$ cat config.mk
export PLATFORM = sky130hd
export DESIGN_NAME = ram_wr_ctrl
export DESIGN_NICKNAME = d
export VERILOG_FILES = /design/src/verilog/la_pkg.sv /design/src/verilog/ram_wr_ctrl.sv
export VERILOG_INCLUDE_DIRS = /design/src /design/src/verilog
export SDC_FILE = /design/constraint.sdc
export NUM_CORES = 1
export LEC_CHECK = 0
export BUFFER_PORTS_ARGS = -buffer_cell sky130_fd_sc_hd__buf_2
export CORE_UTILIZATION = 41
export CTS_CLUSTER_DIAMETER = 30
export DETAILED_ROUTE_END_ITERATION = 6
export HOLD_SLACK_MARGIN = 0.02
export PLACE_DENSITY = 0.85
export RECOVER_POWER = 100
export SYNTH_ARGS = -nofsm -noshare
export SYNTH_HDL_FRONTEND = slang
export SYNTH_SLANG_ARGS = --single-unit
$ cat constraint.sdc
create_clock -name clk -period 1.2 [get_ports clk]
set_clock_uncertainty 0.1 [all_clocks]
set_input_delay 0.24 -clock clk [delete_from_list [all_inputs] [get_ports clk]]
set_output_delay 0.24 -clock clk [all_outputs]
set_load 0.02 [all_outputs]
$ cat src/verilog/la_defines.svh
// ****************************************
// Logic analyzer global sizes
// Sample, capture address, bank address and
// hit counter widths shared by all blocks
// ****************************************

`ifndef LA_DEFINES_SVH
`define LA_DEFINES_SVH

// Probe sample width
`define LA_SAMPLE_W     16

// Capture address, covers 1024 narrow entries
`define LA_ADDR_W       10

// One bank holds half a wide sample per entry
`define LA_BANK_AW      9

`define LA_BANK_DEPTH   (1 << `LA_BANK_AW)

// Trigger hit counter
`define LA_CNT_W        8

`endif

$ cat src/verilog/la_pkg.sv
// ****************************************
// Logic analyzer types
// Sample, address, configuration and write
// request types plus trigger conditions
// ****************************************

`default_nettype none

`include "la_defines.svh"

package la_pkg;

    typedef logic [`LA_SAMPLE_W-1:0]   sample_t;
    typedef logic [`LA_SAMPLE_W/2-1:0] byte_t;
    typedef logic [`LA_ADDR_W-1:0]     addr_t;
    typedef logic [`LA_BANK_AW-1:0]    bank_addr_t;
    typedef logic [`LA_CNT_W-1:0]      cnt_t;

    // Per-bit trigger condition
    typedef enum logic [1:0] {
        dont_care = 2'd0,
        level     = 2'd1,
        rise      = 2'd2,
        fall      = 2'd3
    } trig_cond_e;

    // ****************************************
    // Host configuration
    // ****************************************
    typedef struct packed {
        sample_t                          pattern;
        trig_cond_e [`LA_SAMPLE_W-1:0]    cond;
        logic                             or_logic;
        addr_t                            max_addr;
        addr_t                            pre_num;
        logic                             store_wide;
        logic                             dbg_mode;
        logic                             cnt_wrap;
    } la_cfg_t;

    // Full-width capture write
    typedef struct packed {
        logic    vld;
        addr_t   addr;
        sample_t data;
    } mem_wr_t;

    // Byte write into one bank
    typedef struct packed {
        logic       en;
        bank_addr_t addr;
        byte_t      data;
    } bank_wr_t;

endpackage

`default_nettype wire

$ cat src/verilog/ram_wr_ctrl.sv
// ****************************************
// Capture write controller
// Picks debug or trigger writes and splits
// each one into two byte-wide bank writes
// ****************************************

`timescale 1ns/1ps
`default_nettype none

`include "la_defines.svh"

module ram_wr_ctrl (
    input  wire                     clk,
    input  wire                     rst_n,
    input  wire                     dbg_mode,
    input  wire                     store_wide,
    input  wire la_pkg::mem_wr_t    tri_wr,
    input  wire la_pkg::mem_wr_t    dbg_wr,
    output la_pkg::bank_wr_t        bank0_wr,
    output la_pkg::bank_wr_t        bank1_wr
);
    import la_pkg::*;

    mem_wr_t    src_wr;
    logic       sel_vld;
    addr_t      sel_addr;
    sample_t    sel_data;
    logic       hi_half;
    logic       b0_en;
    logic       b1_en;
    bank_addr_t b_addr;
    byte_t      b0_data;
    byte_t      b1_data;

    // Debug mode bypasses the trigger path
    assign src_wr = dbg_mode ? dbg_wr : tri_wr;

    // ****************************************
    // Stage 1 select register
    // ****************************************
    always_ff @(posedge clk or posedge rst_n) begin
        if (rst_n)
            sel_vld <= 1'b0;
        else
            sel_vld <= src_wr.vld;
    end

    always_ff @(posedge clk) begin
        sel_addr <= src_wr.addr;
        sel_data <= src_wr.data;
    end

    // Narrow mode bank select
    assign hi_half = sel_addr[`LA_ADDR_W-1];

    // ****************************************
    // Stage 2 bank split
    // ****************************************
    always_ff @(posedge clk or posedge rst_n) begin
        if (rst_n) begin
            b0_en <= 1'b0;
            b1_en <= 1'b0;
        end else begin
            b0_en <= sel_vld & (store_wide | ~hi_half);
            b1_en <= sel_vld & (store_wide | hi_half);
        end
    end

    always_ff @(posedge clk) begin
        if (sel_vld) begin
            b_addr  <= sel_addr[`LA_BANK_AW-1:0];
            b0_data <= sel_data[`LA_SAMPLE_W/2-1:0];
            // Wide keeps the high byte, narrow only ever stores low bytes
            b1_data <= store_wide ? sel_data[`LA_SAMPLE_W-1:`LA_SAMPLE_W/2]
                                  : sel_data[`LA_SAMPLE_W/2-1:0];
        end
    end

    assign bank0_wr = '{en: b0_en, addr: b_addr, data: b0_data};
    assign bank1_wr = '{en: b1_en, addr: b_addr, data: b1_data};

endmodule

`default_nettype wire

==> metrics.log <==
INFO  metric status = finished, violations left
INFO  metric violated_checks = negative setup slack
INFO  metric instance_area_after_placement = 2420 sq um
INFO  metric worst_setup_path_startpoint = b_addr[6]
INFO  metric dpl.hpwl = 2.61 mm
INFO  metric synth.cell_area = 1980 sq um
INFO  metric timing.rr.end = b_addr[8]
INFO  metric placement_rows = 24
INFO  metric max_slew_margin = between 60 and 70%
INFO  metric finish.instance_area = 2560 sq um
INFO  metric maximum_number_of_pins_on_one_net_before_global_route_repair = 28
INFO  metric max_cap_violations = 0
INFO  metric tritoncts.num_buffers = 5
INFO  metric postSynthRegisterBits = 54
INFO  metric groute.usage.overall = around 14%
INFO  metric vias = 1093
INFO  metric commonest_non_fill_non_tap_cells_in_the_layout = buf_2, dfxtp_1, edfxtp_1
INFO  metric cp_num_buf_inv = 1
INFO  metric synth.lib_cells_used.distinct = 12
INFO  metric grt_pass1_wl = 5.23 mm
INFO  metric capture_point_of_the_worst_path = bank1_wr[14]
INFO  metric drt-wirelength-per-cell = 13.7 microns
INFO  metric final_net_count = 255
INFO  metric rr_worst_depth = 1
INFO  metric setup.worst_path.start_class = flop
INFO  metric grt_pass1_vias = ~1100
INFO  metric grt_overflow = 0
INFO  metric drt-total-wl = 3.42 mm
INFO  metric drtIter0Drc = 31
INFO  metric syn2layout_area_growth = 29.7%
INFO  metric clock-root-buffer = clkbuf_8
INFO  metric slowest_delay = 0.43 ns
INFO  metric starting_density_of_the_core = 43.9%
INFO  metric max-clock-path-buffers = 2
INFO  metric die_width = around 71 microns
INFO  metric die-height = 71.4 microns
INFO  metric reg2reg_setup_slack = 0.08 ns
INFO  metric crit_chain = buf_2
INFO  metric critical_path.endpoint_type = output pin
INFO  metric layout.cells.most_common = buf_2
INFO  metric timing.final.ws_setup = -0.0516 ns
INFO  metric critical_path_peak_fanout = 2
INFO  metric rsz0062_at_grt = yes
INFO  metric final-setup-viol-count = 18
INFO  metric remaining_drc_errors = 0
INFO  metric synthCells = 108
INFO  metric cts_tree = done
INFO  metric cts-htree-levels = 2
INFO  metric die-area = between 5000 and 6000 sq um
INFO  metric drt_pre_antenna_iters = 4
INFO  metric layout.core_utilization = 56.9%
INFO  metric total_leakage_power = approximately 1.1 nW
INFO  metric antennaDiodeCount = 0
INFO  metric postSynthAreaPerCell = 18.3 sq um
INFO  metric numPortBuffers = 93
INFO  metric postRouteAntennaNets = 0
INFO  metric cell_count_of_the_worst_hold_path = 2
INFO  metric max-vdd-ir-drop = 0.713 mV
INFO  metric grt_antenna_before_repair = 0
INFO  metric design.core.area = ~4500 sq um
INFO  metric ys_seq_area_share = 68.1%
INFO  metric worstPathArrival = 0.91 ns
INFO  metric timing_max_transition_violations_final = 0
INFO  metric synth_warnings = 0
INFO  metric path_class = flop to output pin
INFO  metric post-place-ws = 0.00268 ns
INFO  metric worstReg2RegStart = sel_vld
INFO  metric weighted_congestion_at_the_end_of_routability_driven_global_placement = 0.766
INFO  metric crit_cells = 1
INFO  metric final.period_utilization = 104%
INFO  metric finalHoldViolations = 0
INFO  metric post_drt_via_cell_ratio = 4.37
INFO  metric worst_path_dominant_cell_family = flip-flops
INFO  metric clock_sink_count = 54
INFO  metric worst_setup_hold_path_clk_slew = 0.10 ns
INFO  metric drive_above_1_share = 61.1%
INFO  metric net_count_synth = 166
INFO  metric timing.fmax = 799 MHz
INFO  metric period_needed = 1.25 ns
INFO  metric power-per-cell-area = 1500 nW/um^2
INFO  metric io_pins = 94
INFO  metric worst-endpoint-required = approximately 0.86 ns
INFO  metric clock_network_latency_to_the_later_pin_of_the_worst_skew_pair = roughly 0.3 ns
INFO  metric crit_slowest_cell = edfxtp_1
INFO  metric tightestPinTransition = 0.451 ns
INFO  metric hold_path.class = input pin to flop
==> power breakdown <==
| group | internal (mW) | switching (mW) |
|---|---|---|
| clock network | 0.437 | 0.606 |
| registers | 2.11 | 0.0720 |
| logic | 0.322 | 0.303 |
==> flip-flops by register name (all words and copies together) (netlist names) <==
register	flops
b_addr	9
b1_data	8
sel_data	16
b1_en	1
sel_vld	1
b0_en	1
b0_data	8
sel_addr	10
==> cells by family (layout without fill, tap and decap cells) <==
| group | after synthesis | after routing | share of synthesized area, % |
|---|---|---|---|
| AOI/OAI and AO/OA | 2 | 2 | 0.760 |
| buffers and inverters | 17 | 107 | 7.41 |
| DFF | 54 | 54 | 68.1 |
| muxes | 35 | 35 | 23.7 |
==> per-stage QoR <==
step | TNS [ns] | hold WS [ns] | std cells | power [mW]
detailed placement | 0 | 0.00895 | 241 | 2.81
global route | -1.47 | 0.0310 | 250 | 4.03
global placement | 0 | 0.00349 | 241 | 2.79
finish | -0.543 | 0.0395 | 250 | 3.85
floorplan | 0 | -0.106 | 108 | 2.62
CTS | -0.606 | 0.0450 | 250 | 3.89
==> per-layer routing <==
| metal | vias up | track usage, % | share of wire [%] |
|---|---|---|---|
| met5 | - | 0 | 0 |
| met4 | 0 | 6.89 | 2.2 |
| met3 | 6 | 2.11 | 2.7 |
| met2 | 34 | 25.0 | 55 |
| met1 | 500 | 16.1 | 40 |
| li1 | 553 | - | - |
==> how the worst min path moves through the flow <==
stage / start / to / slack (ns)
finish: tri_wr[6] / sel_data[6] / 0.04
global route: dbg_wr[6] / sel_data[6] / 0.03
CTS: tri_wr[10] / sel_data[10] / 0.05
detailed placement: rst_n / b1_en / 0.009
global placement: rst_n / b0_en / 0.003
floorplan: rst_n / b0_en / -0.11
==> timing repair <==
action	CTS	global route
endpoints found under the setup margin	21	33
buffers inserted	0	0
resized for setup	14	30
hold buffers	1	0
hold endpoints to repair	3	0
==> cell type report <==
| class | instances | area (sq um) |
|---|---|---|
| flip-flops and latches | 54 | 1350 |
| inverters | 2 | 7.51 |
| multi-input cells | 37 | 417 |
| fillers | 370 | 1940 |
| clock buffers | 5 | 68.8 |
| repair buffers | 97 | 629 |
| clock inverters | 3 | 28.8 |
| well taps | 52 | 65.1 |
==> Yosys cell counts <==
master    count  share of area (%)
mux2_2       15                8.5
buf_6         1               0.57
buf_2         1               0.25
buf_4        11                4.2
mux2_4       20                 15
dfrtp_1       3                3.8
a21boi_0      1               0.38
edfxtp_1     25                 38
buf_12        2                2.0
o21a_1        1               0.38
dfxtp_1      26                 26
inv_1         2               0.38
Power figures use the tool's default switching activity.
