===== config.mk =====
export PLATFORM = sky130hd
export DESIGN_NAME = trigger
export DESIGN_NICKNAME = d
export VERILOG_FILES = /design/src/verilog/la_pkg.sv /design/src/verilog/trigger.sv
export VERILOG_INCLUDE_DIRS = /design/src /design/src/verilog
export SDC_FILE = /design/constraint.sdc
export NUM_CORES = 1
export LEC_CHECK = 0
export ABC_CLOCK_PERIOD_IN_PS = 3950
export BUFFER_PORTS_ARGS = -buffer_cell sky130_fd_sc_hd__buf_2
export CORE_MARGIN = 3
export CORE_UTILIZATION = 55
export CTS_BUF_LIST = sky130_fd_sc_hd__clkbuf_8
export CTS_CLUSTER_DIAMETER = 50
export DETAILED_ROUTE_END_ITERATION = 16
export HOLD_SLACK_MARGIN = 0.03
export PLACE_DENSITY = 0.8
export SLEW_MARGIN = 10
export SYNTH_ARGS = -nofsm -noshare
export SYNTH_HDL_FRONTEND = slang
export SYNTH_SLANG_ARGS = --single-unit

===== constraint.sdc =====
create_clock -name clk -period 3.95 [get_ports clk]
set_input_delay 0.79 -clock clk [delete_from_list [all_inputs] [get_ports clk]]
set_output_delay 0.79 -clock clk [all_outputs]
set_load 0.1 [all_outputs]

===== src/verilog/la_defines.svh =====
// ****************************************
// Logic analyzer global sizes
// Sample, capture address, bank address and
// hit counter widths shared by all blocks
// ****************************************

`ifndef LA_DEFINES_SVH
`define LA_DEFINES_SVH

// Probe sample width
`define LA_SAMPLE_W     16

// Capture address, covers 1024 narrow entries
`define LA_ADDR_W       10

// One bank holds half a wide sample per entry
`define LA_BANK_AW      9

`define LA_BANK_DEPTH   (1 << `LA_BANK_AW)

// Trigger hit counter
`define LA_CNT_W        8

`endif


===== src/verilog/la_pkg.sv =====
// ****************************************
// Logic analyzer types
// Sample, address, configuration and write
// request types plus trigger conditions
// ****************************************

`default_nettype none

`include "la_defines.svh"

package la_pkg;

    typedef logic [`LA_SAMPLE_W-1:0]   sample_t;
    typedef logic [`LA_SAMPLE_W/2-1:0] byte_t;
    typedef logic [`LA_ADDR_W-1:0]     addr_t;
    typedef logic [`LA_BANK_AW-1:0]    bank_addr_t;
    typedef logic [`LA_CNT_W-1:0]      cnt_t;

    // Per-bit trigger condition
    typedef enum logic [1:0] {
        dont_care = 2'd0,
        level     = 2'd1,
        rise      = 2'd2,
        fall      = 2'd3
    } trig_cond_e;

    // ****************************************
    // Host configuration
    // ****************************************
    typedef struct packed {
        sample_t                          pattern;
        trig_cond_e [`LA_SAMPLE_W-1:0]    cond;
        logic                             or_logic;
        addr_t                            max_addr;
        addr_t                            pre_num;
        logic                             store_wide;
        logic                             dbg_mode;
        logic                             cnt_wrap;
    } la_cfg_t;

    // Full-width capture write
    typedef struct packed {
        logic    vld;
        addr_t   addr;
        sample_t data;
    } mem_wr_t;

    // Byte write into one bank
    typedef struct packed {
        logic       en;
        bank_addr_t addr;
        byte_t      data;
    } bank_wr_t;

endpackage

`default_nettype wire


===== src/verilog/trigger.sv =====
// ****************************************
// Trigger unit
// Writes samples into a circular window, holds
// pre-trigger history, matches the per-bit
// pattern and counts trigger hits
// ****************************************

`timescale 1ns/1ps
`default_nettype none

`include "la_defines.svh"

module trigger (
    input  wire                     clk,
    input  wire                     rst_n,
    input  wire la_pkg::la_cfg_t    cfg,
    input  wire                     capture_enable,
    input  wire                     capture_start,
    input  wire la_pkg::sample_t    smp_data,
    input  wire                     smp_vld,
    input  wire                     cnt_clr,
    output la_pkg::mem_wr_t         tri_wr,
    output logic                    triggered,
    output la_pkg::addr_t           tri_addr,
    output la_pkg::addr_t           read_start_addr,
    output logic                    capture_done,
    output la_pkg::cnt_t            hit_cnt
);
    import la_pkg::*;

    logic    armed;
    logic    done_pend;
    addr_t   cur_addr;
    addr_t   pre_cnt;
    addr_t   post_cnt;
    addr_t   post_num;
    addr_t   start_calc;
    sample_t prev_smp;
    sample_t bit_hit;
    sample_t bit_care;
    logic    match;
    logic    accept;
    logic    fire;
    logic    wr_vld;
    addr_t   wr_addr_q;
    sample_t wr_data_q;

    // ****************************************
    // Pattern match
    // ****************************************
    always_comb begin
        for (int i = 0; i < `LA_SAMPLE_W; i++) begin
            bit_care[i] = (cfg.cond[i] != dont_care);
            case (cfg.cond[i])
                level:   bit_hit[i] = (smp_data[i] == cfg.pattern[i]);
                rise:    bit_hit[i] = ~prev_smp[i] & smp_data[i];
                fall:    bit_hit[i] = prev_smp[i] & ~smp_data[i];
                default: bit_hit[i] = 1'b0;
            endcase
        end
    end

    // Don't-care bits drop out of both AND and OR
    assign match  = cfg.or_logic ? |(bit_hit & bit_care) : &(bit_hit | ~bit_care);
    assign accept = armed & capture_enable & smp_vld & ~capture_start;
    assign fire   = accept & ~triggered & (pre_cnt == cfg.pre_num) & match;

    // Samples still owed after the trigger sample
    assign post_num = cfg.max_addr - cfg.pre_num;

    // Window start, tri_addr - pre_num modulo max_addr+1
    assign start_calc = (cur_addr >= cfg.pre_num) ? cur_addr - cfg.pre_num
                                                  : cur_addr + post_num + addr_t'(1);

    // ****************************************
    // Capture control
    // ****************************************
    always_ff @(posedge clk or posedge rst_n) begin
        if (rst_n) begin
            armed        <= 1'b0;
            triggered    <= 1'b0;
            capture_done <= 1'b0;
            done_pend    <= 1'b0;
            wr_vld       <= 1'b0;
            cur_addr     <= '0;
            pre_cnt      <= '0;
            post_cnt     <= '0;
            prev_smp     <= '0;
        end else begin
            wr_vld    <= accept;
            done_pend <= 1'b0;
            if (done_pend)
                capture_done <= 1'b1;
            // Edge reference is the last valid sample
            if (smp_vld)
                prev_smp <= smp_data;
            if (capture_start) begin
                armed        <= 1'b1;
                triggered    <= 1'b0;
                capture_done <= 1'b0;
                cur_addr     <= '0;
                pre_cnt      <= '0;
                post_cnt     <= '0;
            end else if (accept) begin
                cur_addr <= (cur_addr == cfg.max_addr) ? '0 : cur_addr + addr_t'(1);
                if (!triggered) begin
                    if (pre_cnt != cfg.pre_num)
                        pre_cnt <= pre_cnt + addr_t'(1);
                    if (fire) begin
                        triggered <= 1'b1;
                        if (post_num == '0) begin
                            armed     <= 1'b0;
                            done_pend <= 1'b1;
                        end
                    end
                end else begin
                    post_cnt <= post_cnt + addr_t'(1);
                    if (post_cnt + addr_t'(1) == post_num) begin
                        armed     <= 1'b0;
                        done_pend <= 1'b1;
                    end
                end
            end
        end
    end

    // Write payload and trigger position
    always_ff @(posedge clk) begin
        if (accept) begin
            wr_addr_q <= cur_addr;
            wr_data_q <= smp_data;
        end
        if (fire) begin
            tri_addr        <= cur_addr;
            read_start_addr <= start_calc;
        end
    end

    // Hit counter, saturating unless wrap is set
    always_ff @(posedge clk or posedge rst_n) begin
        if (rst_n)
            hit_cnt <= '0;
        else if (cnt_clr)
            hit_cnt <= '0;
        else if (fire && (cfg.cnt_wrap || hit_cnt != '1))
            hit_cnt <= hit_cnt + cnt_t'(1);
    end

    assign tri_wr = '{vld: wr_vld, addr: wr_addr_q, data: wr_data_q};

endmodule

`default_nettype wire


==> flow_metrics.py <==
metrics = {
    "status": {
        "outcome": "completed",
    },
    "power": {
        "pwr-share-seq_pct": 47.0,
        "switching_power_mw": 0.814,
        "ir_drop_mv": 0.188,
        "p_leak_nw": 3.59,
        "p_comb_share_pct": 23.7,
        "power_density_nw_per_um2": 308,
        "power_frac_clock_pct": 29.3,
        "p_sw_share_pct": 31.9,
        "intPower_mw": 1.74,
    },
    "place": {
        "portBuffers": 148,
        "hpwl_um": 14600,
        "gp_congestion": 0.933,
    },
    "sta": {
        "drv_slew": 0,
        "relSlewSlack_pct": 31.2,
        "skew_ps": 8.22,
        "post-route-min-period_ps": 3610,
        "hold_viol": 0,
        "rsz0062_at_grt": "false",
        "worst_pin_slew_ps": 1030,
        "max_freq_ghz": 0.277,
        "timing.hold.ws_ps": 485,
        "period_share_pct": 91.3,
        "setup_viol": 0,
    },
    "yosys": {
        "synth_ff_type": "dfrtp_1",
        "synth_area_um2": 7100,
        "synth_cells": 728,
        "synth.top_cells.by_area": "dfrtp_1 (21%), edfxtp_1 (19%), xnor2_1 (5.7%), ha_1 (5.6%), o21ai_0 (4.1%)",
        "netlist.area_leader.share_pct": 20.8,
        "synth_edf_count": 46,
        "synth.most_common_cell": "nor2_1",
        "synth.largest_area_cell": "dfrtp_1",
        "async_flop_share_pct": 56.2,
        "synth_nets": 857,
        "ys_warn_count": 0,
        "ys_ff_latch": 105,
        "synth_seq_area_share_pct": 40.2,
        "synth.distinct_cells": 66,
        "synth_common_cells": "nor2_1 (76), dfrtp_1 (59), o21ai_0 (58)",
        "syn_area_per_cell_um2": 9.76,
    },
    "worst_setup_path": {
        "cp-endpoint": "read_start_addr[9]",
        "startpoint": "cfg[13]",
        "reg2reg_slack_ps": 770,
        "startpoint_type": "input port",
        "reg2regPathDepth": 11,
        "path_max_fanout": 5,
        "crit_arrival_ps": 3730,
        "reg2reg_from": "cur_addr[0]",
        "required_ps": 4080,
        "path_class": "input port to register",
        "timing.rr.end": "read_start_addr[6]",
        "end_kind": "register",
    },
    "global_routing": {
        "antenna_found_initial": 0,
        "grt_pass1_wl_um": 30700,
        "grt_pass1_vias": 6343,
        "grt_use_total_pct": 26.5,
        "grt_max_degree": 49,
        "grt_overflow_total": 0,
    },
    "cts": {
        "insertion_delay_ps": 390,
        "numCtsBuffers": 9,
        "clockBufferDepth": 2,
        "cts_max_level": 3,
        "cts_sinks": 105,
        "clkSlewWorstSetupHoldPaths_ps": 110,
        "cts_resized": 0,
        "post_cts_buffers": 0,
        "tritoncts": "yes",
        "root_buffer": "clkbuf_8",
        "hold_buffers": 0,
    },
    "drt": {
        "dr.pass1.iters": 5,
        "wl_per_cell_um": 17.8,
        "drc": 0,
        "vias_per_cell": 6.02,
        "drtAntennaViolNets": 0,
        "drt_iter0_markers": 631,
        "drt_wl_total_um": 18800,
        "num_vias": 6367,
    },
    "floorplan": {
        "chipWidth_um": 120,
        "start_util_pct": 57.7,
        "dieArea_um2": 14300,
        "ioPinCount": 151,
        "die_h_um": 120,
        "core_um2": 12300,
        "std_cell_rows": 40,
    },
    "hold_path": {
        "hold_path_class": "register to register",
    },
    "layout": {
        "utilization_pct": 67.2,
        "area_growth_pct": 16.5,
        "drive_above_1_share_pct": 22.9,
        "nets": 1013,
        "n_antenna_cell": 0,
    },
    "job": {
        "max-cap-violations": 0,
    },
}
-- worst min path at each step --
stage               startpoint           end  slack, ps  cells after the start
detailed placement   done_pend  capture_done        470                      2
global placement     done_pend  capture_done        450                      2
global route         done_pend  capture_done        530                      2
floorplan            done_pend  capture_done        440                      2
CTS                  done_pend  capture_done        500                      2
finish               done_pend  capture_done        480                      2
-- power groups by stage --
stage          combinational (mW)  clock (mW)  sequential, mW
2_1_floorplan               0.360           0            1.27
3_3_place_gp                0.565           0            1.22
3_5_place_dp                0.594           0            1.22
4_1_cts                     0.597       0.754            1.20
5_1_grt                     0.661       0.807            1.20
6_report                    0.604       0.747            1.20
-- flip-flops by register name (all words and copies together), names as in the netlist --
signal,flops
armed,1
capture_done,1
cur_addr,10
done_pend,1
hit_cnt,8
post_cnt,10
pre_cnt,10
prev_smp,16
read_start_addr,10
tri_addr,10
triggered,1
wr_addr_q,10
wr_data_q,16
wr_vld,1
-- stage by stage --
| stage | power [mW] | worst slack (ps) | cells | TNS (ps) | area, µm² |
|---|---|---|---|---|---|
| 2_1_floorplan | 1.63 | 220 | 728 | 0 | 7100 |
| 3_3_place_gp | 1.78 | 75.3 | 1041 | 0 | 8060 |
| 3_5_place_dp | 1.82 | -14.5 | 1041 | -14.5 | 8060 |
| 4_1_cts | 2.55 | 386 | 1057 | 0 | 8280 |
| 5_1_grt | 2.67 | 169 | 1057 | 0 | 8280 |
| 6_report | 2.55 | 345 | 1057 | 0 | 8280 |
-- worst max-delay path, cell delays in order --
cell	delay [ps]
buf_2	110
inv_1	50
ha_1	150
inv_1	60
fa_1	420
and3_1	190
or3_1	340
and2_4	200
ha_1	210
or3_1	310
a311oi_1	340
o41ai_1	140
a21oi_1	190
xnor2_1	140
mux2i_1	90
-- layout by cell type, fill, tap and decap left out, drive strengths merged, types with 14 or more instances in the layout --
cell	n
nand4	23
dfrtp	59
edfxtp	46
buf	157
o21ai	62
nand3	20
nor2b	33
mux2	20
o221ai	16
a31oi	16
nor2	76
nand2	30
xor2	32
ha	32
mux2i	14
xnor2	47
inv	31
a21oi	24
-- final cells by class --
| class | count | area [µm²] |
|---|---|---|
| multi-input combinational | 582 | 4070 |
| timing repair buffer | 157 | 808 |
| clock buffer | 10 | 138 |
| sequential | 105 | 2860 |
| inverter | 29 | 109 |
| fill | 1006 | 4040 |
| clock inverter | 6 | 83.8 |
| tap | 168 | 210 |
-- kinds of logic (layout without fill, tap and decap cells) --
logic type,Yosys count,in the layout,synth area share [%]
AND/OR/NAND/NOR,280,280,21.8
XOR/XNOR,79,79,9.95
adder cells (fa/ha/maj),35,35,6.48
AO/OA/AOI/OAI,154,154,13.9
multiplexers,34,34,5.14
buffers and inverters,41,202,2.52
flip-flops,105,105,40.2
-- per-layer routing --
layer / track usage (%) / vias up / wire (µm)
met5: 0 / - / 0
met4: 8.88 / 0 / 339
met3: 4.24 / 28 / 1280
met2: 46.9 / 251 / 9540
met1: 33.2 / 3076 / 7650
li1: - / 3012 / -
No activity file was read; power rests on OpenSTA's default activity.
