--- src/verilog/la_defines.svh ---
// ****************************************
// Logic analyzer global sizes
// Sample, capture address, bank address and
// hit counter widths shared by all blocks
// ****************************************

`ifndef LA_DEFINES_SVH
`define LA_DEFINES_SVH

// Probe sample width
`define LA_SAMPLE_W     16

// Capture address, covers 1024 narrow entries
`define LA_ADDR_W       10

// One bank holds half a wide sample per entry
`define LA_BANK_AW      9

`define LA_BANK_DEPTH   (1 << `LA_BANK_AW)

// Trigger hit counter
`define LA_CNT_W        8

`endif

--- src/verilog/la_pkg.sv ---
// ****************************************
// Logic analyzer types
// Sample, address, configuration and write
// request types plus trigger conditions
// ****************************************

`default_nettype none

`include "la_defines.svh"

package la_pkg;

    typedef logic [`LA_SAMPLE_W-1:0]   sample_t;
    typedef logic [`LA_SAMPLE_W/2-1:0] byte_t;
    typedef logic [`LA_ADDR_W-1:0]     addr_t;
    typedef logic [`LA_BANK_AW-1:0]    bank_addr_t;
    typedef logic [`LA_CNT_W-1:0]      cnt_t;

    // Per-bit trigger condition
    typedef enum logic [1:0] {
        dont_care = 2'd0,
        level     = 2'd1,
        rise      = 2'd2,
        fall      = 2'd3
    } trig_cond_e;

    // ****************************************
    // Host configuration
    // ****************************************
    typedef struct packed {
        sample_t                          pattern;
        trig_cond_e [`LA_SAMPLE_W-1:0]    cond;
        logic                             or_logic;
        addr_t                            max_addr;
        addr_t                            pre_num;
        logic                             store_wide;
        logic                             dbg_mode;
        logic                             cnt_wrap;
    } la_cfg_t;

    // Full-width capture write
    typedef struct packed {
        logic    vld;
        addr_t   addr;
        sample_t data;
    } mem_wr_t;

    // Byte write into one bank
    typedef struct packed {
        logic       en;
        bank_addr_t addr;
        byte_t      data;
    } bank_wr_t;

endpackage

`default_nettype wire

--- src/verilog/capture_rd_ctrl.sv ---
// ****************************************
// Capture read controller
// Four-phase req/ack host port, reads both
// banks and rebuilds the stored sample
// ****************************************

`timescale 1ns/1ps
`default_nettype none

`include "la_defines.svh"

module capture_rd_ctrl (
    input  wire                     clk,
    input  wire                     rst_n,
    input  wire                     store_wide,
    input  wire                     rd_req,
    input  wire la_pkg::addr_t      rd_addr,
    output logic                    rd_ack,
    output la_pkg::sample_t         rd_data,
    output la_pkg::bank_addr_t      bank_rd_addr,
    input  wire la_pkg::byte_t      bank0_data,
    input  wire la_pkg::byte_t      bank1_data
);
    import la_pkg::*;

    typedef enum logic [1:0] {
        st_idle = 2'd0,
        st_addr = 2'd1,
        st_read = 2'd2,
        st_ack  = 2'd3
    } rd_state_e;

    rd_state_e state;
    addr_t     addr_q;
    byte_t     sel_byte;

    // ****************************************
    // Handshake FSM
    // ****************************************
    always_ff @(posedge clk or posedge rst_n) begin
        if (rst_n) begin
            state  <= st_idle;
            rd_ack <= 1'b0;
        end else begin
            case (state)
                st_idle: if (rd_req) state <= st_addr;
                // Bank read in flight
                st_addr: state <= st_read;
                st_read: begin
                    state  <= st_ack;
                    rd_ack <= 1'b1;
                end
                default: begin
                    if (!rd_req) begin
                        state  <= st_idle;
                        rd_ack <= 1'b0;
                    end
                end
            endcase
        end
    end

    // Address capture and word assembly
    always_ff @(posedge clk) begin
        if (state == st_idle && rd_req)
            addr_q <= rd_addr;
        if (state == st_read)
            rd_data <= store_wide ? {bank1_data, bank0_data} : sample_t'(sel_byte);
    end

    // Top address bit picks the bank in narrow mode
    assign sel_byte     = addr_q[`LA_ADDR_W-1] ? bank1_data : bank0_data;
    assign bank_rd_addr = addr_q[`LA_BANK_AW-1:0];

endmodule

`default_nettype wire

--- config.mk ---
export PLATFORM = sky130hd
export DESIGN_NAME = capture_rd_ctrl
export DESIGN_NICKNAME = d
export VERILOG_FILES = /design/src/verilog/la_pkg.sv /design/src/verilog/capture_rd_ctrl.sv
export VERILOG_INCLUDE_DIRS = /design/src /design/src/verilog
export SDC_FILE = /design/constraint.sdc
export NUM_CORES = 1
export LEC_CHECK = 0
export BUFFER_PORTS_ARGS = -buffer_cell sky130_fd_sc_hd__buf_4
export CORE_MARGIN = 10
export CORE_UTILIZATION = 49
export CTS_CLUSTER_SIZE = 28
export DETAILED_ROUTE_END_ITERATION = 16
export PLACE_DENSITY_LB_ADDON = 0.12
export SYNTH_ARGS = -nofsm -noshare
export SYNTH_HDL_FRONTEND = slang
export SYNTH_SLANG_ARGS = --single-unit
--- constraint.sdc ---
create_clock -name clk -period 2.7 [get_ports clk]
set_clock_uncertainty 0.15 [all_clocks]
set_input_delay 0.27 -clock clk [delete_from_list [all_inputs] [get_ports clk]]
set_output_delay 0.27 -clock clk [all_outputs]
set_load 0.01 [all_outputs]
==> results.py, run 1 <==
metrics = {
    "pwr": {
        "power_density_nw_per_um2": 792,
        "combPwrFrac_pct": 34.7,
        "p_int_w": 0.000989,
        "power.switching_w": 0.000425,
        "clkPwrFrac_pct": 16.4,
        "p_leak_nw": 0.787,
        "peakVddDrop_uv": 650,
        "sw_frac_of_total_pct": 30.0,
        "p_seq_share_pct": 49.0,
    },
    "floorplan": {
        "io_pins": 56,
        "coreArea_sq_um": 2450,
        "die-area_sq_um": 5000,
        "die-height_um": 70.7,
        "die-width_um": 70.7,
        "num_rows": 18,
        "initial_utilization_pct": 51.3,
    },
    "clocking": {
        "hold_buffers": 11,
        "cts_tree": "yes",
        "post_cts_buffers": 0,
        "ctsLongestPathBuffers": 2,
        "cts_inserted_buffers": 5,
        "cts_resized": 0,
        "htree_levels": 2,
        "cts.sinks": 29,
        "cts_root_buf": "clkbuf_4",
        "clk_pin_slew_worst_paths_ns": 0.08,
        "clock_latency_ns": 0.32,
    },
    "placement": {
        "port_buffers": 55,
        "gp_congestion": 0.781,
        "dpl.cell_count": 151,
        "hpwlAfterDp_um": 2040,
    },
    "timing": {
        "worst_pin_slew_ns": 0.804,
        "finalSetupTns_ns": 0,
        "relSlewSlack_pct": 46.4,
        "setup_viol": 0,
        "period_needed_ns": 1.74,
        "hold_viol": 0,
        "drv_slew": 0,
        "clock.fmax_ghz": 0.576,
        "period_share_pct": 64.3,
        "rsz0062_at_grt": "no",
    },
    "route": {
        "firstDrtPassIters": 4,
        "vias": 786,
        "avgViaCountPerCell": 4.65,
        "drt_wl_total_um": 2790,
        "antenna_left": 0,
        "drcViolationCount": 0,
        "drt_iter0_markers": 32,
        "wl_per_cell_um": 16.5,
    },
    "yosys": {
        "syn_nets": 110,
        "yosys_warnings": 0,
        "synth.cell_area_sq_um": 1260,
        "yosysSeqAreaShare_pct": 68.0,
        "avgSynthCellArea_sq_um": 16.6,
        "synth_cell_types": 18,
        "ys_seq_elements": 29,
        "syn_inst": 76,
    },
    "cells_and_area": {
        "area_growth_pct": 41.8,
        "drive_gt1_share_pct": 55.4,
        "nNetsFinal": 173,
        "antennaDiodeCount": 0,
        "instances_no_fill": 169,
    },
    "grt": {
        "antenna_found_initial": 0,
        "grt-ovfl-total": 0,
        "grt_max_degree": 19,
        "grtUsageTotal_pct": 11.0,
        "grt_pass1_wl_um": 4280,
        "grt_pass1_vias": 845,
    },
    "setup_path": {
        "rr_startpoint": "state[0]",
        "worst_ep_arrival_time_ns": 1.54,
        "cp_max_fo": 18,
        "critPathKind": "flop to flop",
        "worstPathRequired_ns": 2.50,
        "startpoint": "state[0]",
        "cp-end-kind": "flop",
        "startpoint_type": "flop",
    },
    "run_status": {
        "outcome": "completed",
    },
    "job": {
        "cap_violations": 0,
    },
    "min_path": {
        "hold_class": "primary input to flop",
        "min_from": "rd_req",
    },
}
[critical path, cell delays in order (launching register included)]
cell and delay [ns]:
dfrtp_1 0.39, inv_1 0.12, ha_1 0.70
[power by group through the flow]
stage | Clock [W] | Combinational (W) | Sequential, W
after global routing | 0.000254 | 0.000541 | 0.000704
after global placement | 0 | 0.000474 | 0.000697
after CTS | 0.000237 | 0.000500 | 0.000694
after detailed placement | 0 | 0.000487 | 0.000703
after floorplan | 0 | 0.000229 | 0.000741
final | 0.000231 | 0.000490 | 0.000692
[flip-flops by register name, summed over array words and instances (netlist names)]
| register | flops |
|---|---|
| addr_q | 10 |
| state | 2 |
| rd_ack | 1 |
| rd_data | 16 |
[cell usage in the layout (no fill, tap or decap)]
cell	netlist	final
a21o_1	1	1
mux2_4	8	8
clkbuf_4	0	5
nand2b_1	3	3
clkinv_1	0	1
ha_1	4	4
a32oi_1	1	1
o31ai_1	1	1
nand2_1	2	2
dlygate4sd3_1	0	11
inv_1	3	3
nor2_1	2	2
dfrtp_1	3	3
and2_1	1	1
nor2b_2	1	1
o21ai_0	1	1
a21oi_1	1	1
clkbuf_1	0	1
and2_2	8	8
edfxtp_1	26	26
buf_4	9	55
[final timing paths]
path | endpoint | slack, ns | cells after the start
worst max-delay path | rd_data[4] | 0.96 | 2
worst min-delay path | rd_ack | 0.05 | 3
worst max register to register | rd_data[4] | 0.96 | 2
worst min register to register | rd_ack | 0.34 | 2
max in group asynchronous | state[1] | 2.03 | 3
min in group asynchronous | state[0] | 0.23 | 3
[metrics by stage]
| step | total power [W] | instance area (sq um) | setup slack [ns] | hold slack (ns) | utilization, % |
|---|---|---|---|---|---|
| 2_1_floorplan | 0.000970 | 1260 | 1.19 | -0.126 | - |
| 3_3_place_gp | 0.00117 | 1630 | 1.01 | 0.0107 | 66.4 |
| 3_5_place_dp | 0.00119 | 1630 | 0.966 | 0.00782 | 66.4 |
| 4_1_cts | 0.00143 | 1790 | 0.953 | 0.0428 | 72.7 |
| 5_1_grt | 0.00150 | 1790 | 0.806 | 0.0787 | 72.7 |
| 6_report | 0.00141 | 1790 | 0.963 | 0.0500 | 72.7 |
[area by class of cell]
cell class	count	area, sq um
Tap cell	30	37.5
Clock inverter	1	3.75
Clock buffer	6	41.3
Multi-Input combinational cell	34	313
Fill cell	170	669
Sequential cell	29	856
Inverter	3	11.3
Timing Repair Buffer	66	523
[metal layers]
metal / up-vias / track usage (%) / wire length [um]
met5: - / 0 / 0
met4: 0 / 3.87 / 38
met3: 5 / 5.72 / 263
met1: 363 / 11.2 / 1050
li1: 383 / - / -
met2: 35 / 19.0 / 1440
[synth_stat cells]
cell type	number	share of area [%]
a21o_1	1	0.60
a21oi_1	1	0.40
a32oi_1	1	0.70
and2_1	1	0.50
and2_2	8	4.8
buf_4	9	5.4
buf_6	1	0.89
dfrtp_1	3	6.0
edfxtp_1	26	62
ha_1	4	4.0
inv_1	3	0.89
mux2_4	8	9.5
nand2_1	2	0.60
nand2b_1	3	1.5
nor2_1	2	0.60
nor2b_2	1	0.70
o21ai_0	1	0.40
o31ai_1	1	0.60
[cells by family (layout without fill, tap and decap cells)]
| family | count (synthesis) | in the layout | synth area share [%] |
|---|---|---|---|
| compound gates | 5 | 5 | 2.68 |
| fa+ha+maj | 4 | 4 | 3.98 |
| buf+inv | 13 | 76 | 7.16 |
| flops | 29 | 29 | 68.0 |
| mux | 8 | 8 | 9.54 |
| simple gates | 17 | 17 | 8.65 |
Note: power is estimated with default switching activity, not from simulation.
==> run 2, diff against run 1 <==
- CORE_UTILIZATION: 49 -> 46
- clock period: 2.7 -> 1.6 ns (I/O delays scaled with it)
==> run 2 against run 1 <==
First-iteration DRC count down 9.4%. Design area up 14%. Via count up 12%. Critical path depth up 2. Clock-buffer cell count unchanged. Clock power up 150%. Power up 90%. Sequential power up 68%. Non-clock buffer count up 19. Critical endpoint is now addr_q[8]. Largest cell class unchanged. Largest power group unchanged.
==> results.py, run 2 (same netlist as run 1, synthesis figures left out) <==
metrics = {
    "run_status": {
        "outcome": "completed",
    },
    "timing": {
        "fin_ws_ns": 0.179,
        "rsz0062_at_grt": "no",
        "relSlewSlack_pct": 77.0,
        "setup_viol": 0,
        "hold_viol": 0,
        "worst_pin_slew_ns": 0.344,
        "finalSetupTns_ns": 0,
        "period_share_pct": 88.8,
        "drv_slew": 0,
        "period_needed_ns": 1.42,
        "clock.fmax_ghz": 0.704,
    },
    "floorplan": {
        "die-area_sq_um": 5230,
        "coreArea_sq_um": 2540,
        "die-height_um": 72.3,
        "num_rows": 18,
        "die-width_um": 72.3,
        "io_pins": 56,
        "initial_utilization_pct": 49.5,
    },
    "pwr": {
        "peakVddDrop_uv": 1220,
        "p_leak_nw": 0.894,
        "power_density_nw_per_um2": 1330,
    },
    "placement": {
        "gp_congestion": 0.673,
        "dpl.cell_count": 153,
        "hpwlAfterDp_um": 2040,
        "port_buffers": 55,
        "place_ws_ns": 0.0162,
    },
    "setup_path": {
        "worst-r2r-cell-count": 4,
        "critPathKind": "flop to flop",
        "cp-end-kind": "flop",
        "reg2reg_to": "addr_q[8]",
        "critPathMaxStageDelay_ns": 0.39,
        "path_cells": "inv_1 > ha_1 > and2_1 > buf_12",
        "startpoint_type": "flop",
        "crit_cells": 4,
        "crit_end": "addr_q[8]",
        "rrSetupSlack_ns": 0.18,
        "worst_ep_arrival_time_ns": 1.32,
        "rr_startpoint": "state[0]",
        "startpoint": "state[0]",
        "worstPathRequired_ns": 1.50,
        "cp_num_buf_inv": 2,
        "cp_max_fo": 10,
        "slowest_stage": "dfrtp_1",
        "cp_top_family": "flip-flops",
    },
    "cells_and_area": {
        "final_core_util_pct": 79.8,
        "area_growth_pct": 61.3,
        "layout_commonest_cell": "buf_4",
        "drive_gt1_share_pct": 50.3,
        "n_fill_cell": 153,
        "top_regs": "rd_data (16), addr_q (10), state (2)",
        "nNetsFinal": 192,
        "largest_register_ffs": 16,
        "top_register": "rd_data",
        "layout_common_cells": "buf_4 (55), dlygate4sd3_1 (28), edfxtp_1 (26)",
        "instances_no_fill": 189,
        "antennaDiodeCount": 0,
    },
    "grt": {
        "grt_pass1_vias": 1004,
        "grt_max_degree": 19,
        "grt-ovfl-total": 0,
        "antenna_found_initial": 0,
        "grtUsageTotal_pct": 11.7,
        "grt_pass1_wl_um": 4660,
    },
    "clocking": {
        "cts_tree": "yes",
        "cts_inserted_buffers": 5,
        "ctsLongestPathBuffers": 2,
        "cts.sinks": 29,
        "clock_latency_ns": 0.32,
        "clk_pin_slew_worst_paths_ns": 0.09,
        "htree_levels": 2,
        "cts_root_buf": "clkbuf_4",
    },
    "route": {
        "vias": 878,
        "drt_wl_total_um": 3060,
        "antenna_left": 0,
        "firstDrtPassIters": 4,
        "wl_per_cell_um": 16.2,
        "drcViolationCount": 0,
        "avgViaCountPerCell": 4.65,
        "drt_iter0_markers": 29,
    },
    "min_path": {
        "hold_class": "primary input to flop",
        "min_from": "store_wide",
    },
    "job": {
        "cap_violations": 0,
    },
}
[run 2: changes by cell type in the layout (fill, tap and decap cells not counted)]
cell,delta
buf_12,+2
dlygate4sd3_1,+17
bufinv_16,+1
nor2b_2,-1
nor2b_4,+1
[run 2: layout make-up]
| type | instances | area, sq um | share of cell area, % |
|---|---|---|---|
| clock buffer | 6 | 41.3 | 2.03 |
| timing repair buffer | 85 | 733 | 36.1 |
| tap | 30 | 37.5 | 1.85 |
| multi-input combinational | 34 | 318 | 15.7 |
| inverter | 3 | 11.3 | 0.555 |
| clock inverter | 2 | 33.8 | 1.66 |
| sequential | 29 | 856 | 42.1 |
[run 2: through the flow]
step / instance area, sq um / hold slack (ns) / total power, W
after floorplan: 1260 / -0.236 / 0.00164
after global placement: 1670 / -0.112 / 0.00206
after detailed placement: 1670 / -0.106 / 0.00209
after CTS: 2030 / 0.0504 / 0.00272
after global routing: 2030 / 0.0644 / 0.00286
final: 2030 / 0.0697 / 0.00269
[run 2: where the power goes]
group	total, W	internal (W)	switching (W)	leakage, nW
Combinational	0.000962	0.000509	0.000453	0.574
Clock	0.000570	0.000325	0.000245	0.0399
Sequential	0.00116	0.00110	0.0000634	0.279
Total	0.00269	0.00193	0.000762	0.894
[run 2: repair_timing]
item                       CTS  global route
hold endpoints to repair    30             0
buffers inserted             0             0
setup endpoints to repair    5             0
hold buffers                28             0
resized for setup            1             0
[run 2: worst register-to-register path, stage by stage (launching register included)]
cell,delay [ns]
dfrtp_1,0.39
inv_1,0.13
ha_1,0.18
and2_1,0.17
buf_12,0.14
[run 2: worst min path at each step]
stage	endpoint	slack, ns	cells after the start
3_5_place_dp	rd_ack	-0.11	2
5_1_grt	rd_data[11]	0.06	2
6_report	rd_data[13]	0.07	2
4_1_cts	rd_data[13]	0.05	2
2_1_floorplan	rd_ack	-0.24	1
3_3_place_gp	state[1]	-0.11	2
[run 2: metal layers]
layer / up-vias / part of all wire [%] / GRT usage, %
li1: 429 / - / -
met1: 408 / 38 / 11.0
met2: 35 / 51 / 20.4
met3: 6 / 9.8 / 6.94
met4: 0 / 1.4 / 4.52
met5: - / 0 / 0
==> run 3, diff against run 2 <==
- PLACE_DENSITY: not set -> 0.78
- PLACE_DENSITY_LB_ADDON: 0.12 -> not set
==> run 3 against run 2 <==
Clock-buffer cell count down 1. Die area unchanged. Register-to-register slack about the same. Sequential power about the same. Hold slack worse by 0.056 ns. Critical path type unchanged. Critical endpoint is now addr_q[0]. Global-route usage up 0.93 points. Critical path depth unchanged. Maximum frequency down 0.81%. Via count up 1.9%.
==> results.py, run 3 (same netlist as run 1, synthesis figures left out) <==
metrics = {
    "run_status": {
        "outcome": "completed",
    },
    "clocking": {
        "clock_latency_ns": 0.33,
        "htree_levels": 2,
        "cts_inserted_buffers": 5,
        "cts_tree": "yes",
        "ctsLongestPathBuffers": 2,
        "cts_root_buf": "clkbuf_4",
        "cts.sinks": 29,
        "clk_pin_slew_worst_paths_ns": 0.08,
    },
    "cells_and_area": {
        "layout_common_cells": "buf_4 (56), dlygate4sd3_1 (27), edfxtp_1 (26)",
        "nNetsFinal": 192,
        "layout_commonest_cell": "buf_4",
        "top_register": "rd_data",
        "largest_register_ffs": 16,
        "area_growth_pct": 59.3,
        "n_fill_cell": 146,
        "top_regs": "rd_data (16), addr_q (10), state (2)",
        "drive_gt1_share_pct": 50.9,
    },
    "timing": {
        "finalSetupTns_ns": 0,
        "rsz0062_at_grt": "no",
        "period_needed_ns": 1.43,
        "relSlewSlack_pct": 76.1,
        "hold_viol": 0,
        "clock.fmax_ghz": 0.698,
        "drv_slew": 0,
        "period_share_pct": 89.6,
        "setup_viol": 0,
        "worst_pin_slew_ns": 0.358,
        "fin_ws_ns": 0.167,
    },
    "setup_path": {
        "rrSetupSlack_ns": 0.17,
        "rr_startpoint": "state[0]",
        "crit_end": "addr_q[0]",
        "startpoint_type": "flop",
        "worst-r2r-cell-count": 4,
        "critPathKind": "flop to flop",
        "worstPathRequired_ns": 1.50,
        "startpoint": "state[0]",
        "cp-end-kind": "flop",
        "worst_ep_arrival_time_ns": 1.33,
        "cp_max_fo": 10,
        "reg2reg_to": "addr_q[0]",
    },
    "floorplan": {
        "die-height_um": 72.3,
        "die-area_sq_um": 5230,
        "coreArea_sq_um": 2540,
        "io_pins": 56,
        "num_rows": 18,
        "initial_utilization_pct": 49.5,
        "die-width_um": 72.3,
    },
    "route": {
        "drt_wl_total_um": 3380,
        "wl_per_cell_um": 17.8,
        "drt_iter0_markers": 21,
        "drcViolationCount": 0,
        "avgViaCountPerCell": 4.71,
        "firstDrtPassIters": 4,
        "antenna_left": 0,
        "vias": 895,
    },
    "placement": {
        "hpwlAfterDp_um": 2310,
        "place_ws_ns": 0.0226,
        "gp_congestion": 0.711,
        "port_buffers": 55,
    },
    "grt": {
        "grt_max_degree": 19,
        "grtUsageTotal_pct": 12.7,
        "antenna_found_initial": 1,
        "grt_pass1_wl_um": 4950,
        "grt-ovfl-total": 0,
        "grt_pass1_vias": 1006,
    },
    "pwr": {
        "p_leak_nw": 0.884,
        "peakVddDrop_uv": 1030,
        "power_density_nw_per_um2": 1270,
        "fin_total_pwr_w": 0.00255,
    },
    "min_path": {
        "hold_class": "primary input to flop",
    },
    "job": {
        "cap_violations": 0,
    },
}
[run 3: cell count changes in the layout (fill, tap and decap cells not counted)]
cell,delta
clkbuf_1,-1
dlygate4sd3_1,-1
bufinv_16,-1
buf_4,+1
clkinv_1,+1
diode_2,+1
clkinv_2,+1
[run 3: power breakdown]
part / internal (W) / total, W / switching (W)
Clock: 0.000158 / 0.000400 / 0.000242
Combinational: 0.000510 / 0.000980 / 0.000469
Sequential: 0.00110 / 0.00117 / 0.0000724
[run 3: routing by layer]
metal | vias up | GRT usage (%) | share of wire (%)
met5 | - | 0 | 0
met4 | 0 | 7.74 | 2.8
met3 | 9 | 3.81 | 5.9
met2 | 35 | 24.8 | 59
met1 | 425 | 10.6 | 32
li1 | 426 | - | -
[run 3: how the worst min path moves through the flow]
stage / slack (ns) / endpoint / depth (start not counted) / start
floorplan: -0.24 / rd_ack / 1 / rst_n
CTS: 0.005 / rd_data[5] / 2 / bank0_data[5]
global placement: -0.11 / rd_ack / 2 / rst_n
detailed placement: -0.11 / rd_ack / 2 / rst_n
global route: 0.005 / rd_data[5] / 2 / bank0_data[5]
finish: 0.01 / rd_data[5] / 2 / bank0_data[5]
[run 3: worst max-delay path: stages, from the launching register on]
cell	delay, ns
dfrtp_1	0.39
inv_1	0.13
ha_1	0.18
and2_1	0.17
buf_12	0.14
[run 3: cell type report]
cell class                 instances  area, sq um  area share [%]
antenna                            1         2.50           0.125
sequential                        29          856            42.7
tap                               30         37.5            1.87
clock inverter                     3         12.5           0.624
multi-input combinational         34          318            15.8
timing repair buffer              85          731            36.4
clock buffer                       5         37.5            1.87
inverter                           3         11.3           0.561
[run 3: repair_timing]
| action | CTS | global route |
|---|---|---|
| resized for setup | 0 | 1 |
| buffers inserted | 0 | 0 |
| hold buffers | 27 | 0 |
| endpoints found under the hold margin | 27 | 0 |
| endpoints found under the setup margin | 0 | 8 |
[run 3: per-stage QoR]
stage / hold WS [ns] / area, sq um / utilization [%] / std cells
final: 0.0137 / 2010 / 78.8 / 190
after global routing: 0.00515 / 2010 / 78.8 / 190
after CTS: 0.00520 / 2000 / 78.5 / 189
after detailed placement: -0.109 / 1680 / 65.9 / 154
after global placement: -0.112 / 1680 / 65.9 / 154
after floorplan: -0.236 / 1260 / - / 76
